<file path="config.mk">
export PLATFORM = sky130hd
export DESIGN_NAME = register_file
export DESIGN_NICKNAME = d
export VERILOG_FILES = /design/src/register_file.sv
export VERILOG_INCLUDE_DIRS = /design/src /design/src/src
export SDC_FILE = /design/constraint.sdc
export NUM_CORES = 1
export LEC_CHECK = 0
export ABC_AREA = 1
export BUFFER_PORTS_ARGS = -buffer_cell sky130_fd_sc_hd__buf_2
export CAP_MARGIN = 20
export CORE_ASPECT_RATIO = 0.6
export CORE_MARGIN = 3
export CORE_UTILIZATION = 52
export DETAILED_ROUTE_END_ITERATION = 10
export PLACE_DENSITY_LB_ADDON = 0.05
export SETUP_SLACK_MARGIN = 0.2
export SLEW_MARGIN = 10
export SYNTH_ARGS = -nofsm -noshare
export SYNTH_HDL_FRONTEND = slang
export SYNTH_SLANG_ARGS = --single-unit
</file>
<file path="constraint.sdc">
create_clock -name clk -period 0.9 [get_ports clk]
set_input_delay 0.045 -clock clk [delete_from_list [all_inputs] [get_ports clk]]
set_output_delay 0.045 -clock clk [all_outputs]
set_load 0.01 [all_outputs]
</file>
<file path="src/byte_cpu_macros.svh">
`ifndef BYTE_CPU_MACROS_SVH
`define BYTE_CPU_MACROS_SVH

// Data path and register width
`define BYTE_CPU_DATA_W 8

// Program counter width, one instruction word per address
`define BYTE_CPU_PC_W 8

// Instruction word width
`define BYTE_CPU_INSTR_W 16

// Index into the four general registers
`define BYTE_CPU_REG_ADDR_W 2

// Data RAM words, reached by the 8-bit direct address
`define BYTE_CPU_RAM_DEPTH 256

`endif

</file>
<file path="src/register_file.sv">
`timescale 1ns/1ps
`default_nettype none

`include "byte_cpu_macros.svh"

module register_file (
    input  wire                                  clk,
    input  wire                                  reset,
    input  wire                                  wr_en,
    input  wire  [`BYTE_CPU_REG_ADDR_W-1:0]      wr_addr,
    input  wire  [`BYTE_CPU_DATA_W-1:0]          wr_data,
    input  wire  [`BYTE_CPU_REG_ADDR_W-1:0]      rd_addr_a,
    input  wire  [`BYTE_CPU_REG_ADDR_W-1:0]      rd_addr_b,
    output logic [`BYTE_CPU_DATA_W-1:0]          rd_data_a,
    output logic [`BYTE_CPU_DATA_W-1:0]          rd_data_b
);

    logic [`BYTE_CPU_DATA_W-1:0] regs [2**`BYTE_CPU_REG_ADDR_W]; // r0..r3

    always_ff @(posedge clk) begin
        if (reset) begin
            regs <= '{default: '0};
        end else if (wr_en) begin
            regs[wr_addr] <= wr_data;
        end
    end

    // Write-through, so decode sees the value execute writes this cycle
    always_comb begin
        if (wr_en && (wr_addr == rd_addr_a)) begin
            rd_data_a = wr_data;
        end else begin
            rd_data_a = regs[rd_addr_a];
        end
    end

    always_comb begin
        if (wr_en && (wr_addr == rd_addr_b)) begin
            rd_data_b = wr_data;
        end else begin
            rd_data_b = regs[rd_addr_b];
        end
    end

endmodule : register_file

`default_nettype wire

</file>
==> metrics.md, run 1 <==
| Metric | Value |
|---|---|
| Unrepaired setup endpoints after global routing | yes |
| Worst slew margin | 0.681 |
| Final Setup Violations | 16 |
| Clock Path Buffers | 2 |
| Post-Syn Instances | roughly 350 |
| Initial antenna violation count | 0 |
| Vias | about 2500 |
| Cts-stage hold buffer count | 0 |
| Hold_ws | 0.118 ns |
| Largest net degree at the start of global routing | 33 |
| Synthesized cell area | just over 2000 µm² |
| Top post-synthesis cells by count | nand2_1 (119), nand3_1 (49), inv_1 (36) |
| Crit path time final | approximately 1.2 ns |
| DIE WIDTH | around 87 µm |
| Port buffer count | 32 |
| Endpoints failing hold | 0 |
| PnR worst setup slack | -0.302 ns |
| Antenna viol nets, final | 0 |
| Synth area leader | dfxtp_1 |
| CTS tree | yes |
| Main flop type after synthesis | dfxtp_1 |
| Die Height | 54.3 µm |
| CP required | ~0.85 ns |
| Critical register-to-register path startpoint | regs[2] |
| Ant diodes | 0 |
| Period utilization | 1.34 |
| Area grow syn2layout | 46.6% |
| Ys Warns | 0 |
| Multi-input logic area | between 1000 and 1500 µm² |
| Critical path origin | regs[26] |
| Worst-margin pin slew | roughly 0.48 ns |
| DIE AREA | between 4000 and 5000 µm² |
| Crit Path Max Fanout | 2 |
| Detailed placement HPWL | 4840 µm |
| First-pass GRT wire length | ~12000 µm |
| Top-Level Pins | 33 |
| Fillers | around 220 |
| Synth Register Bits | 32 |
| Worst Setup End Kind | output port |
| Count of pins over their slew limit | 0 |
| Most frequent cell after synthesis | nand2_1 |
| Synth top area cells | dfxtp_1 (32%), nand2_1 (22%), nand3_1 (12%) |
| Drt pass-1 iters | 5 |
| Max Freq | 832 MHz |
| Leakage power | ~0.0014 µW |
| Starting Density | 0.580 |
| Final wirelength | ~7200 µm |
| Peak supply drop | between 1 and 1.5 mV |
| Cell Pwr Density | 1360 nW/µm² |
| Post-route setup TNS | -4.08 ns |
| Status | finished, violations left |
| Drt drc | 0 |
| Post-synthesis cell type count | 17 |
| Avg WL per Cell | around 16 µm |
| Register area | roughly 680 µm² |
| Yosys top cell area share | 0.317 |
| Nets | around 410 |
| Fraction of layout cells with a size suffix above 1 | 0.587 |
| Via/cell ratio | about 5.7 |
| Residual overflow from global routing | 0 |
| Worst slack at placement | -0.152 ns |
| Core Region | 3480 µm² |
| Largest regs | regs: 32 flops |
| Total GRT Usage | 0.320 |
| Max-cap violation count | 0 |
| Num CTS Buffers | 5 |
| Arr. time, crit path | 1.16 ns |
| HP Class | input port to flop |
| Ys async rst share | 0 |
| Number of enable flip-flop cells after synthesis | 0 |
| Min-delay src | wr_data[0] |
| Mean area per synthesized cell | between 5 and 6 µm² |
| Final Skew | 0 ns |
| Final GP Congestion | 0.971 |
| CP Class | flop to output port |
| CP Launch Type | flop |
| Seq/Total Area, Yosys | 0.317 |
| Clk sink count | 32 |
| CTS Root Buffer Type | clkbuf_8 |
| Vias in the first global route | ~2300 |
| Clock transition at path regs | roughly 0.070 ns |
| Most flops, register | regs |
| Syn nets | 363 |
| Initial DRC count | around 210 |
| Final Total Pwr | approximately 4000 µW |
| Latest clock arrival within the worst-skew pair | about 0.28 ns |
| Htree depth | 2 |
| Violated checks | negative setup slack |
| # rows | 16 |
| Max reg flops | 32 |
report_power, final:
| group | switching (µW) | total [µW] | internal [µW] |
|---|---|---|---|
| registers | 42.2 | 1550 | 1500 |
| logic | 780 | 1320 | 543 |
| clock network | 550 | 1170 | 625 |
| total | 1370 | 4040 | 2670 |
metal layers:
metal / GRT usage / vias to the layer above / wire [µm]
met5: 0 / - / 0
met4: 0.0622 / 0 / 62
met3: 0.0932 / 12 / 836
met2: 0.501 / 157 / 3130
met1: 0.441 / 1170 / 3210
li1: - / 1194 / -
worst paths after layout:
check | slack (ns) | cells after the start | end
hold reg to reg | 0.46 | 2 | regs[14]
setup reg to reg | 0.21 | 2 | regs[2]
setup / recovery | -0.30 | 7 | rd_data_b[2]
hold / removal | 0.12 | 3 | regs[0]
cell type report:
class / count / area share
repair buffers: 57 / 0.162
well taps: 45 / 0.0190
multi-input cells: 259 / 0.502
flip-flops and latches: 32 / 0.229
inverters: 41 / 0.0578
clock buffers: 8 / 0.0304
cell families (layout without fill, tap and decap cells):
logic type | Yosys count | after routing | synth area share
flip-flops | 32 | 32 | 0.317
buffers and inverters | 55 | 106 | 0.113
AO/OA/AOI/OAI | 48 | 48 | 0.119
XOR/XNOR | 1 | 1 | 0.00805
AND/OR/NAND/NOR | 210 | 210 | 0.444
cells in the final DEF (no fill, tap or decap):
cell type and count:
nand2_1 50, nor2_4 3, buf_2 15, dfxtp_1 2, buf_12 2, nand3_1 28
nand3_4 3, clkbuf_8 6, nor3_1 7, inv_8 1, inv_4 2, inv_2 35
buf_6 17, inv_1 2, xnor2_4 1, nor3_2 1, buf_4 23, clkbuf_1 2
a21oi_2 1, o21ai_0 32, nor2_1 26, nand2_2 70, nand2_4 2, a21oi_1 15
dfxtp_2 30, nand3_2 20, inv_6 1
metrics by stage:
step,cells,instance area [µm²],util
after detailed placement,433,2500,0.717
after CTS,442,2850,0.818
after global placement,433,2500,0.717
after floorplan,346,2190,-
final,442,2960,0.851
after global routing,442,2960,0.851
critical path, cell delays in order, from the launching register on:
cell and delay [ns]:
dfxtp_2 0.34, inv_2 0.05, nand2_2 0.06, nand3_2 0.10, nand2_2 0.10, nand2_2 0.05, nand2_2 0.07, buf_6 0.10
timing repair:
| action | in CTS | in global routing |
|---|---|---|
| setup endpoints to repair | 17 | 40 |
| gates resized for setup | 107 | 34 |
| setup buffers | 1 | 0 |
| pin swaps | 33 | 20 |
No activity file was read; power rests on OpenSTA's default activity.
==> run 2: changes to the inputs <==
--- a/config.mk
+++ b/config.mk
@@ -6,7 +6,6 @@
 export SDC_FILE = /design/constraint.sdc
 export NUM_CORES = 1
 export LEC_CHECK = 0
-export ABC_AREA = 1
 export BUFFER_PORTS_ARGS = -buffer_cell sky130_fd_sc_hd__buf_2
 export CAP_MARGIN = 20
 export CORE_ASPECT_RATIO = 0.6
==> metrics.md, run 2 <==
| Metric | Value |
|---|---|
| Avg WL per Cell | 18.1 µm (+11%) |
| PnR worst setup slack | -0.619 ns (-0.317 ns) |
| Nets | 213 (-48%) |
| Detailed placement HPWL | 3110 µm (-36%) |
| Final GP Congestion | 0.815 (-16%) |
| CP required | 0.85 ns (about the same) |
| # rows | 16 (unchanged) |
| Starting Density | 0.562 (-0.0180) |
| Via/cell ratio | 5.71 (-0.37%) |
| Status | finished, violations left |
| Post-Syn Instances | 151 (-56%) |
| CP Launch Type | flop |
| Final Skew | 0 ns (unchanged) |
| Core Region | 3380 µm² (-2.9%) |
| Ant diodes | 0 (unchanged) |
| Peak supply drop | 0.941 mV (-6.8%) |
| Num CTS Buffers | 5 (unchanged) |
| Port buffer count | 32 (unchanged) |
| Fraction of layout cells with a size suffix above 1 | 0.582 (-0.00527) |
| Max reg flops | 32 (unchanged) |
| Violated checks | negative setup slack |
| Most flops, register | regs |
| Main flop type after synthesis | dfxtp_1 |
| Largest regs | regs: 32 flops |
| Endpoints failing hold | 0 (unchanged) |
| Clock transition at path regs | 0.07 ns (about the same) |
| Commonest non-fill, non-tap cell in the layout | nor2_1 |
| DIE AREA | 4450 µm² (-5.4%) |
| Arr. time, crit path | 1.47 ns (+0.31 ns) |
| Gate power share | 0.238 (-0.089) |
| Cts-stage hold buffer count | 0 (unchanged) |
| Count of pins over their slew limit | 0 (unchanged) |
| Syn nets | 168 (-54%) |
| Synth Register Bits | 32 (unchanged) |
| Leakage power | 0.00119 µW (-16%) |
| Worst-margin pin slew | 0.254 ns (-0.224 ns) |
| Drt drc | 0 (unchanged) |
| Worst Setup End Kind | output port |
| Max Freq | 658 MHz (-21%) |
| Initial antenna violation count | 0 (unchanged) |
| Int Power | 2460 µW (-8.0%) |
| Final Util | 0.739 (-0.112) |
| Synthesized cell area | 1900 µm² (-5.9%) |
| CTS Root Buffer Type | clkbuf_8 |
| Top post-synthesis cells by count | dfxtp_1 (32), mux2i_1 (32), nor2_1 (32) |
| Total GRT Usage | 0.212 (-0.108) |
| Final wirelength | 4370 µm (-40%) |
| Vias in the first global route | 1355 (-40%) |
| Crit Path Max Fanout | 3 (+1) |
| Mean area per synthesized cell | 12.6 µm² (+120%) |
| Drt pass-1 iters | 4 (-1) |
| Reg power frac | 0.449 (+0.067) |
| Post-synthesis cell type count | 14 (-3) |
| HP Class | input port to flop |
| Synth top area cells | dfxtp_1 (34%), mux4_2 (19%), mux2i_1 (17%) |
| Final Setup Violations | 16 (unchanged) |
| Initial DRC count | 55 (-73%) |
| DIE WIDTH | 84.1 µm (-2.8%) |
| Area grow syn2layout | 31.4% |
| Ys Warns | 0 (unchanged) |
| Ys async rst share | 0 (unchanged) |
| Latest clock arrival within the worst-skew pair | 0.28 ns (about the same) |
| Unrepaired setup endpoints after global routing | yes |
| Clk sink count | 32 (unchanged) |
| Most frequent cells in the layout | nor2_1 (32), mux2i_1 (31), buf_6 (22) |
| Cell Pwr Density | 1340 nW/µm² (-1.6%) |
| CTS tree | yes |
| Synth area leader | dfxtp_1 |
| Die Height | 52.9 µm (-2.7%) |
| Vias | 1376 (-46%) |
| Clock Path Buffers | 2 (unchanged) |
| Yosys top cell area share | 0.337 (+0.0198) |
| Max-cap violation count | 0 (unchanged) |
| Clock share of power | 0.313 (+0.023) |
| CP Class | flop to output port |
| Post-Layout Cell Count | 241 (-45%) |
| Htree depth | 2 (unchanged) |
| Seq/Total Area, Yosys | 0.337 (+0.0198) |
| Crit path time final | 1.52 ns (+0.317 ns) |
| Antenna viol nets, final | 0 (unchanged) |
| Switch share | 0.267 (-0.0720) |
| Number of enable flip-flop cells after synthesis | 0 (unchanged) |
| Placed Cells | 231 (-47%) |
| Psw | 898 µW (-35%) |
| Largest net degree at the start of global routing | 33 (unchanged) |
| Period utilization | 1.69 (+0.352) |
| Worst slew margin | 0.830 (+0.149) |
| Top-Level Pins | 33 (unchanged) |
| First-pass GRT wire length | 6910 µm (-40%) |
| Residual overflow from global routing | 0 (unchanged) |
run 2: final cells by class:
class | instances | area, µm²
flip-flops and latches | 32 | 661
clock inverters | 1 | 5.00
well taps | 45 | 56.3
repair buffers | 51 | 510
fillers | 241 | 882
multi-input cells | 106 | 1200
clock buffers | 6 | 72.6
run 2: path summary, 6_finish.rpt:
path	end	slack, ns	cells past startpoint	from
worst max-delay path	rd_data_a[1]	-0.62	3	regs[1]
worst min-delay path	regs[12]	0.08	3	wr_data[4]
worst max register to register	regs[21]	0.15	3	regs[21]
worst min register to register	regs[5]	0.51	2	regs[5]
run 2: worst max-delay path, cell delays in order (launching register included):
cell	delay (ns)
dfxtp_2	0.33
mux4_2	0.46
mux2_4	0.28
buf_6	0.12
run 2: cell families after synthesis:
logic type                synth area share
and+or+nand+nor                     0.0986
DFF                                  0.337
muxes                                0.484
xor gates and xnor gates            0.0342
buffers and inverters               0.0467
run 2: metal layers:
metal | global-route usage | routed length [µm]
met1 | 0.261 | 1990
met2 | 0.361 | 2130
met3 | 0.0560 | 235
met4 | 0.0829 | 19
met5 | 0 | 0
run 2: stage by stage:
step	TNS [ns]	hold WS, ns	power [µW]	instance area [µm²]	setup slack, ns
floorplan	-2.59	0.117	2000	1950	-0.162
global placement	-9.32	0.355	2190	2210	-0.325
detailed placement	-10.06	0.370	2220	2210	-0.344
CTS	-9.81	0.0712	3360	2450	-0.631
global route	-10.19	0.0960	3480	2500	-0.652
finish	-9.66	0.0835	3360	2500	-0.619
run 2: timing repair:
action,CTS,global route
pin swaps,2,5
gates resized for setup,40,10
endpoints found under the setup margin,40,35
setup buffers,0,3
run 2: power groups by stage:
stage	clock (µW)	sequential, µW	combinational [µW]
detailed placement	0	1530	685
global placement	0	1530	667
floorplan	0	1520	482
finish	1050	1510	798
CTS	1070	1500	783
global route	1120	1510	845
==> run 3: changes to the inputs <==
--- a/config.mk
+++ b/config.mk
@@ -13,6 +13,7 @@
 export CORE_UTILIZATION = 52
 export DETAILED_ROUTE_END_ITERATION = 10
 export PLACE_DENSITY_LB_ADDON = 0.05
+export REMOVE_ABC_BUFFERS = 1
 export SETUP_SLACK_MARGIN = 0.2
 export SLEW_MARGIN = 10
 export SYNTH_ARGS = -nofsm -noshare
==> metrics.md, run 3 (synthesized netlist as in run 2, its figures left out) <==
| Metric | Value |
|---|---|
| Avg WL per Cell | 17.4 µm (-4.2%) |
| Drt pass-1 iters | 4 (unchanged) |
| Worst-path cell chain | mux4_2, mux2_4, buf_6 |
| Clock transition at path regs | 0.07 ns (about the same) |
| Top Family by Delay on Critical Path | multiplexers |
| Cts-stage hold buffer count | 0 (unchanged) |
| Most frequent cells in the layout | nor2_1 (32), mux2i_1 (30), buf_6 (26) |
| Fillers | 213 (-12%) |
| Int Power | 2460 µW (+0.23%) |
| Worst slew margin | 0.805 (-0.0251) |
| Antenna viol nets, final | 0 (unchanged) |
| Starting Density | 0.562 (unchanged) |
| Vias | 1378 (+0.15%) |
| Commonest non-fill, non-tap cell in the layout | nor2_1 |
| Placed Cells | 237 (+2.6%) |
| Final Skew | 0 ns (unchanged) |
| Final GP Congestion | 0.789 (-3.2%) |
| Fraction of layout cells with a size suffix above 1 | 0.612 (+0.0303) |
| CP required | 0.85 ns (about the same) |
| Register area | 664 µm² (+0.57%) |
| Detailed placement HPWL | 2980 µm (-4.1%) |
| DIE WIDTH | 84.1 µm (unchanged) |
| Multi-input logic area | 1190 µm² (-0.31%) |
| Latest clock arrival within the worst-skew pair | 0.28 ns (about the same) |
| Most flops, register | regs |
| CP Launch Type | flop |
| Final Util | 0.747 (+0.00814) |
| Endpoints failing hold | 0 (unchanged) |
| HP Class | input port to flop |
| Largest regs | regs: 32 flops |
| Violated checks | negative setup slack |
| Crit path time final | 1.53 ns (+0.00844 ns) |
| Drt drc | 0 (unchanged) |
| Via/cell ratio | 5.58 (-2.3%) |
| Vias in the first global route | 1385 (+2.2%) |
| Design Area, Final | 2530 µm² (+1.1%) |
| Unrepaired setup endpoints after global routing | yes |
| Final Setup Violations | 16 (unchanged) |
| Max-cap violation count | 0 (unchanged) |
| Crit-path slowest cell | mux4_2 |
| Clock Path Buffers | 2 (unchanged) |
| # rows | 16 (unchanged) |
| Psw | 854 µW (-4.9%) |
| Switch share | 0.257 (-0.0102) |
| Max reg flops | 32 (unchanged) |
| Dpl cell area | 2220 µm² (+0.34%) |
| Crit Path Max Fanout | 3 (unchanged) |
| CP Class | flop to output port |
| Count of pins over their slew limit | 0 (unchanged) |
| Worst Setup End Kind | output port |
| Worst-margin pin slew | 0.292 ns (+0.0378 ns) |
| Buf/Inv on CP | 1 (unchanged) |
| Largest stage delay, worst path | 0.47 ns (about the same) |
| Total GRT Usage | 0.197 (-0.0150) |
| Area grow syn2layout | 32.9% |
| DIE AREA | 4450 µm² (unchanged) |
| Final wirelength | 4290 µm (-1.8%) |
| Reg power frac | 0.455 (+0.006) |
| Status | finished, violations left |
| First-pass GRT wire length | 6620 µm (-4.3%) |
| Htree depth | 2 (unchanged) |
| Gate power share | 0.240 (+0.002) |
| Clk sink count | 32 (unchanged) |
| Initial DRC count | 41 (-25%) |
| Nets | 218 (+2.3%) |
| Port buffer count | 32 (unchanged) |
| Residual overflow from global routing | 0 (unchanged) |
| Largest net degree at the start of global routing | 33 (unchanged) |
| Peak supply drop | 0.974 mV (+3.5%) |
| Initial antenna violation count | 0 (unchanged) |
| Period utilization | 1.70 (+0.00938) |
| Die Height | 52.9 µm (unchanged) |
| Cell Pwr Density | 1310 nW/µm² (-2.2%) |
| Post-Layout Cell Count | 247 (+2.5%) |
| Hold_ws | 0.0963 ns (+0.0128 ns) |
| PnR worst setup slack | -0.628 ns (-0.00844 ns) |
| Clock share of power | 0.305 (-0.008) |
| Arr. time, crit path | 1.48 ns (about the same) |
| Leakage power | 0.00120 µW (+1.0%) |
| Num CTS Buffers | 5 (unchanged) |
| Max Freq | 655 MHz (-0.55%) |
| Core Region | 3380 µm² (unchanged) |
| CTS Root Buffer Type | clkbuf_8 |
| CTS tree | yes |
| Top-Level Pins | 33 (unchanged) |
-- run 3: cell count changes in the layout (fill, tap and decap cells not counted), moves of 2 or more --
cell / change
buf_4: +5
buf_6: +4
dfxtp_1: -3
dfxtp_2: +3
buf_8: -2
-- run 3: worst register-to-register path, cell delays in order (launching register included) --
cell	delay, ns
dfxtp_2	0.34
buf_4	0.13
mux2i_1	0.12
nor2_1	0.06
-- run 3: worst paths after layout --
check | start | endpoint | slack [ns] | cells past startpoint
setup / recovery | regs[5] | rd_data_b[5] | -0.63 | 3
hold / removal | wr_data[1] | regs[1] | 0.1 | 3
setup reg to reg | regs[5] | regs[5] | 0.16 | 3
hold reg to reg | regs[25] | regs[25] | 0.50 | 2
-- run 3: metrics by stage --
step	total power [µW]	TNS, ns	setup slack (ns)
finish	3320	-9.60	-0.628
global route	3460	-10.15	-0.662
CTS	3310	-9.54	-0.606
detailed placement	2210	-10.20	-0.406
global placement	2190	-9.47	-0.391
floorplan	1890	-6.48	-0.487
-- run 3: cell type report --
cell class,count,share of cell area
multi-input combinational,106,0.472
sequential,32,0.263
timing repair buffer,56,0.212
clock buffer,6,0.0287
tap,45,0.0223
clock inverter,1,0.00198
antenna,1,0.000990
-- run 3: power by group through the flow --
| stage | Clock [µW] | Sequential (µW) | Combinational, µW |
|---|---|---|---|
| after global routing | 1100 | 1510 | 848 |
| after global placement | 0 | 1530 | 662 |
| final | 1010 | 1510 | 798 |
| after CTS | 1030 | 1500 | 779 |
| after floorplan | 0 | 1520 | 374 |
| after detailed placement | 0 | 1530 | 677 |
-- run 3: routing by layer --
| layer | global-route usage | vias up | wire length [µm] |
|---|---|---|---|
| li1 | - | 651 | - |
| met1 | 0.240 | 698 | 1880 |
| met2 | 0.336 | 25 | 2190 |
| met3 | 0.0607 | 4 | 198 |
| met4 | 0.0668 | 0 | 22 |
| met5 | 0 | - | 0 |
-- run 3: what timing repair did --
item	4_1_cts	5_1_grt
setup endpoints to repair	40	30
pin swaps	3	6
buffers inserted	0	2
gates resized for setup	40	18
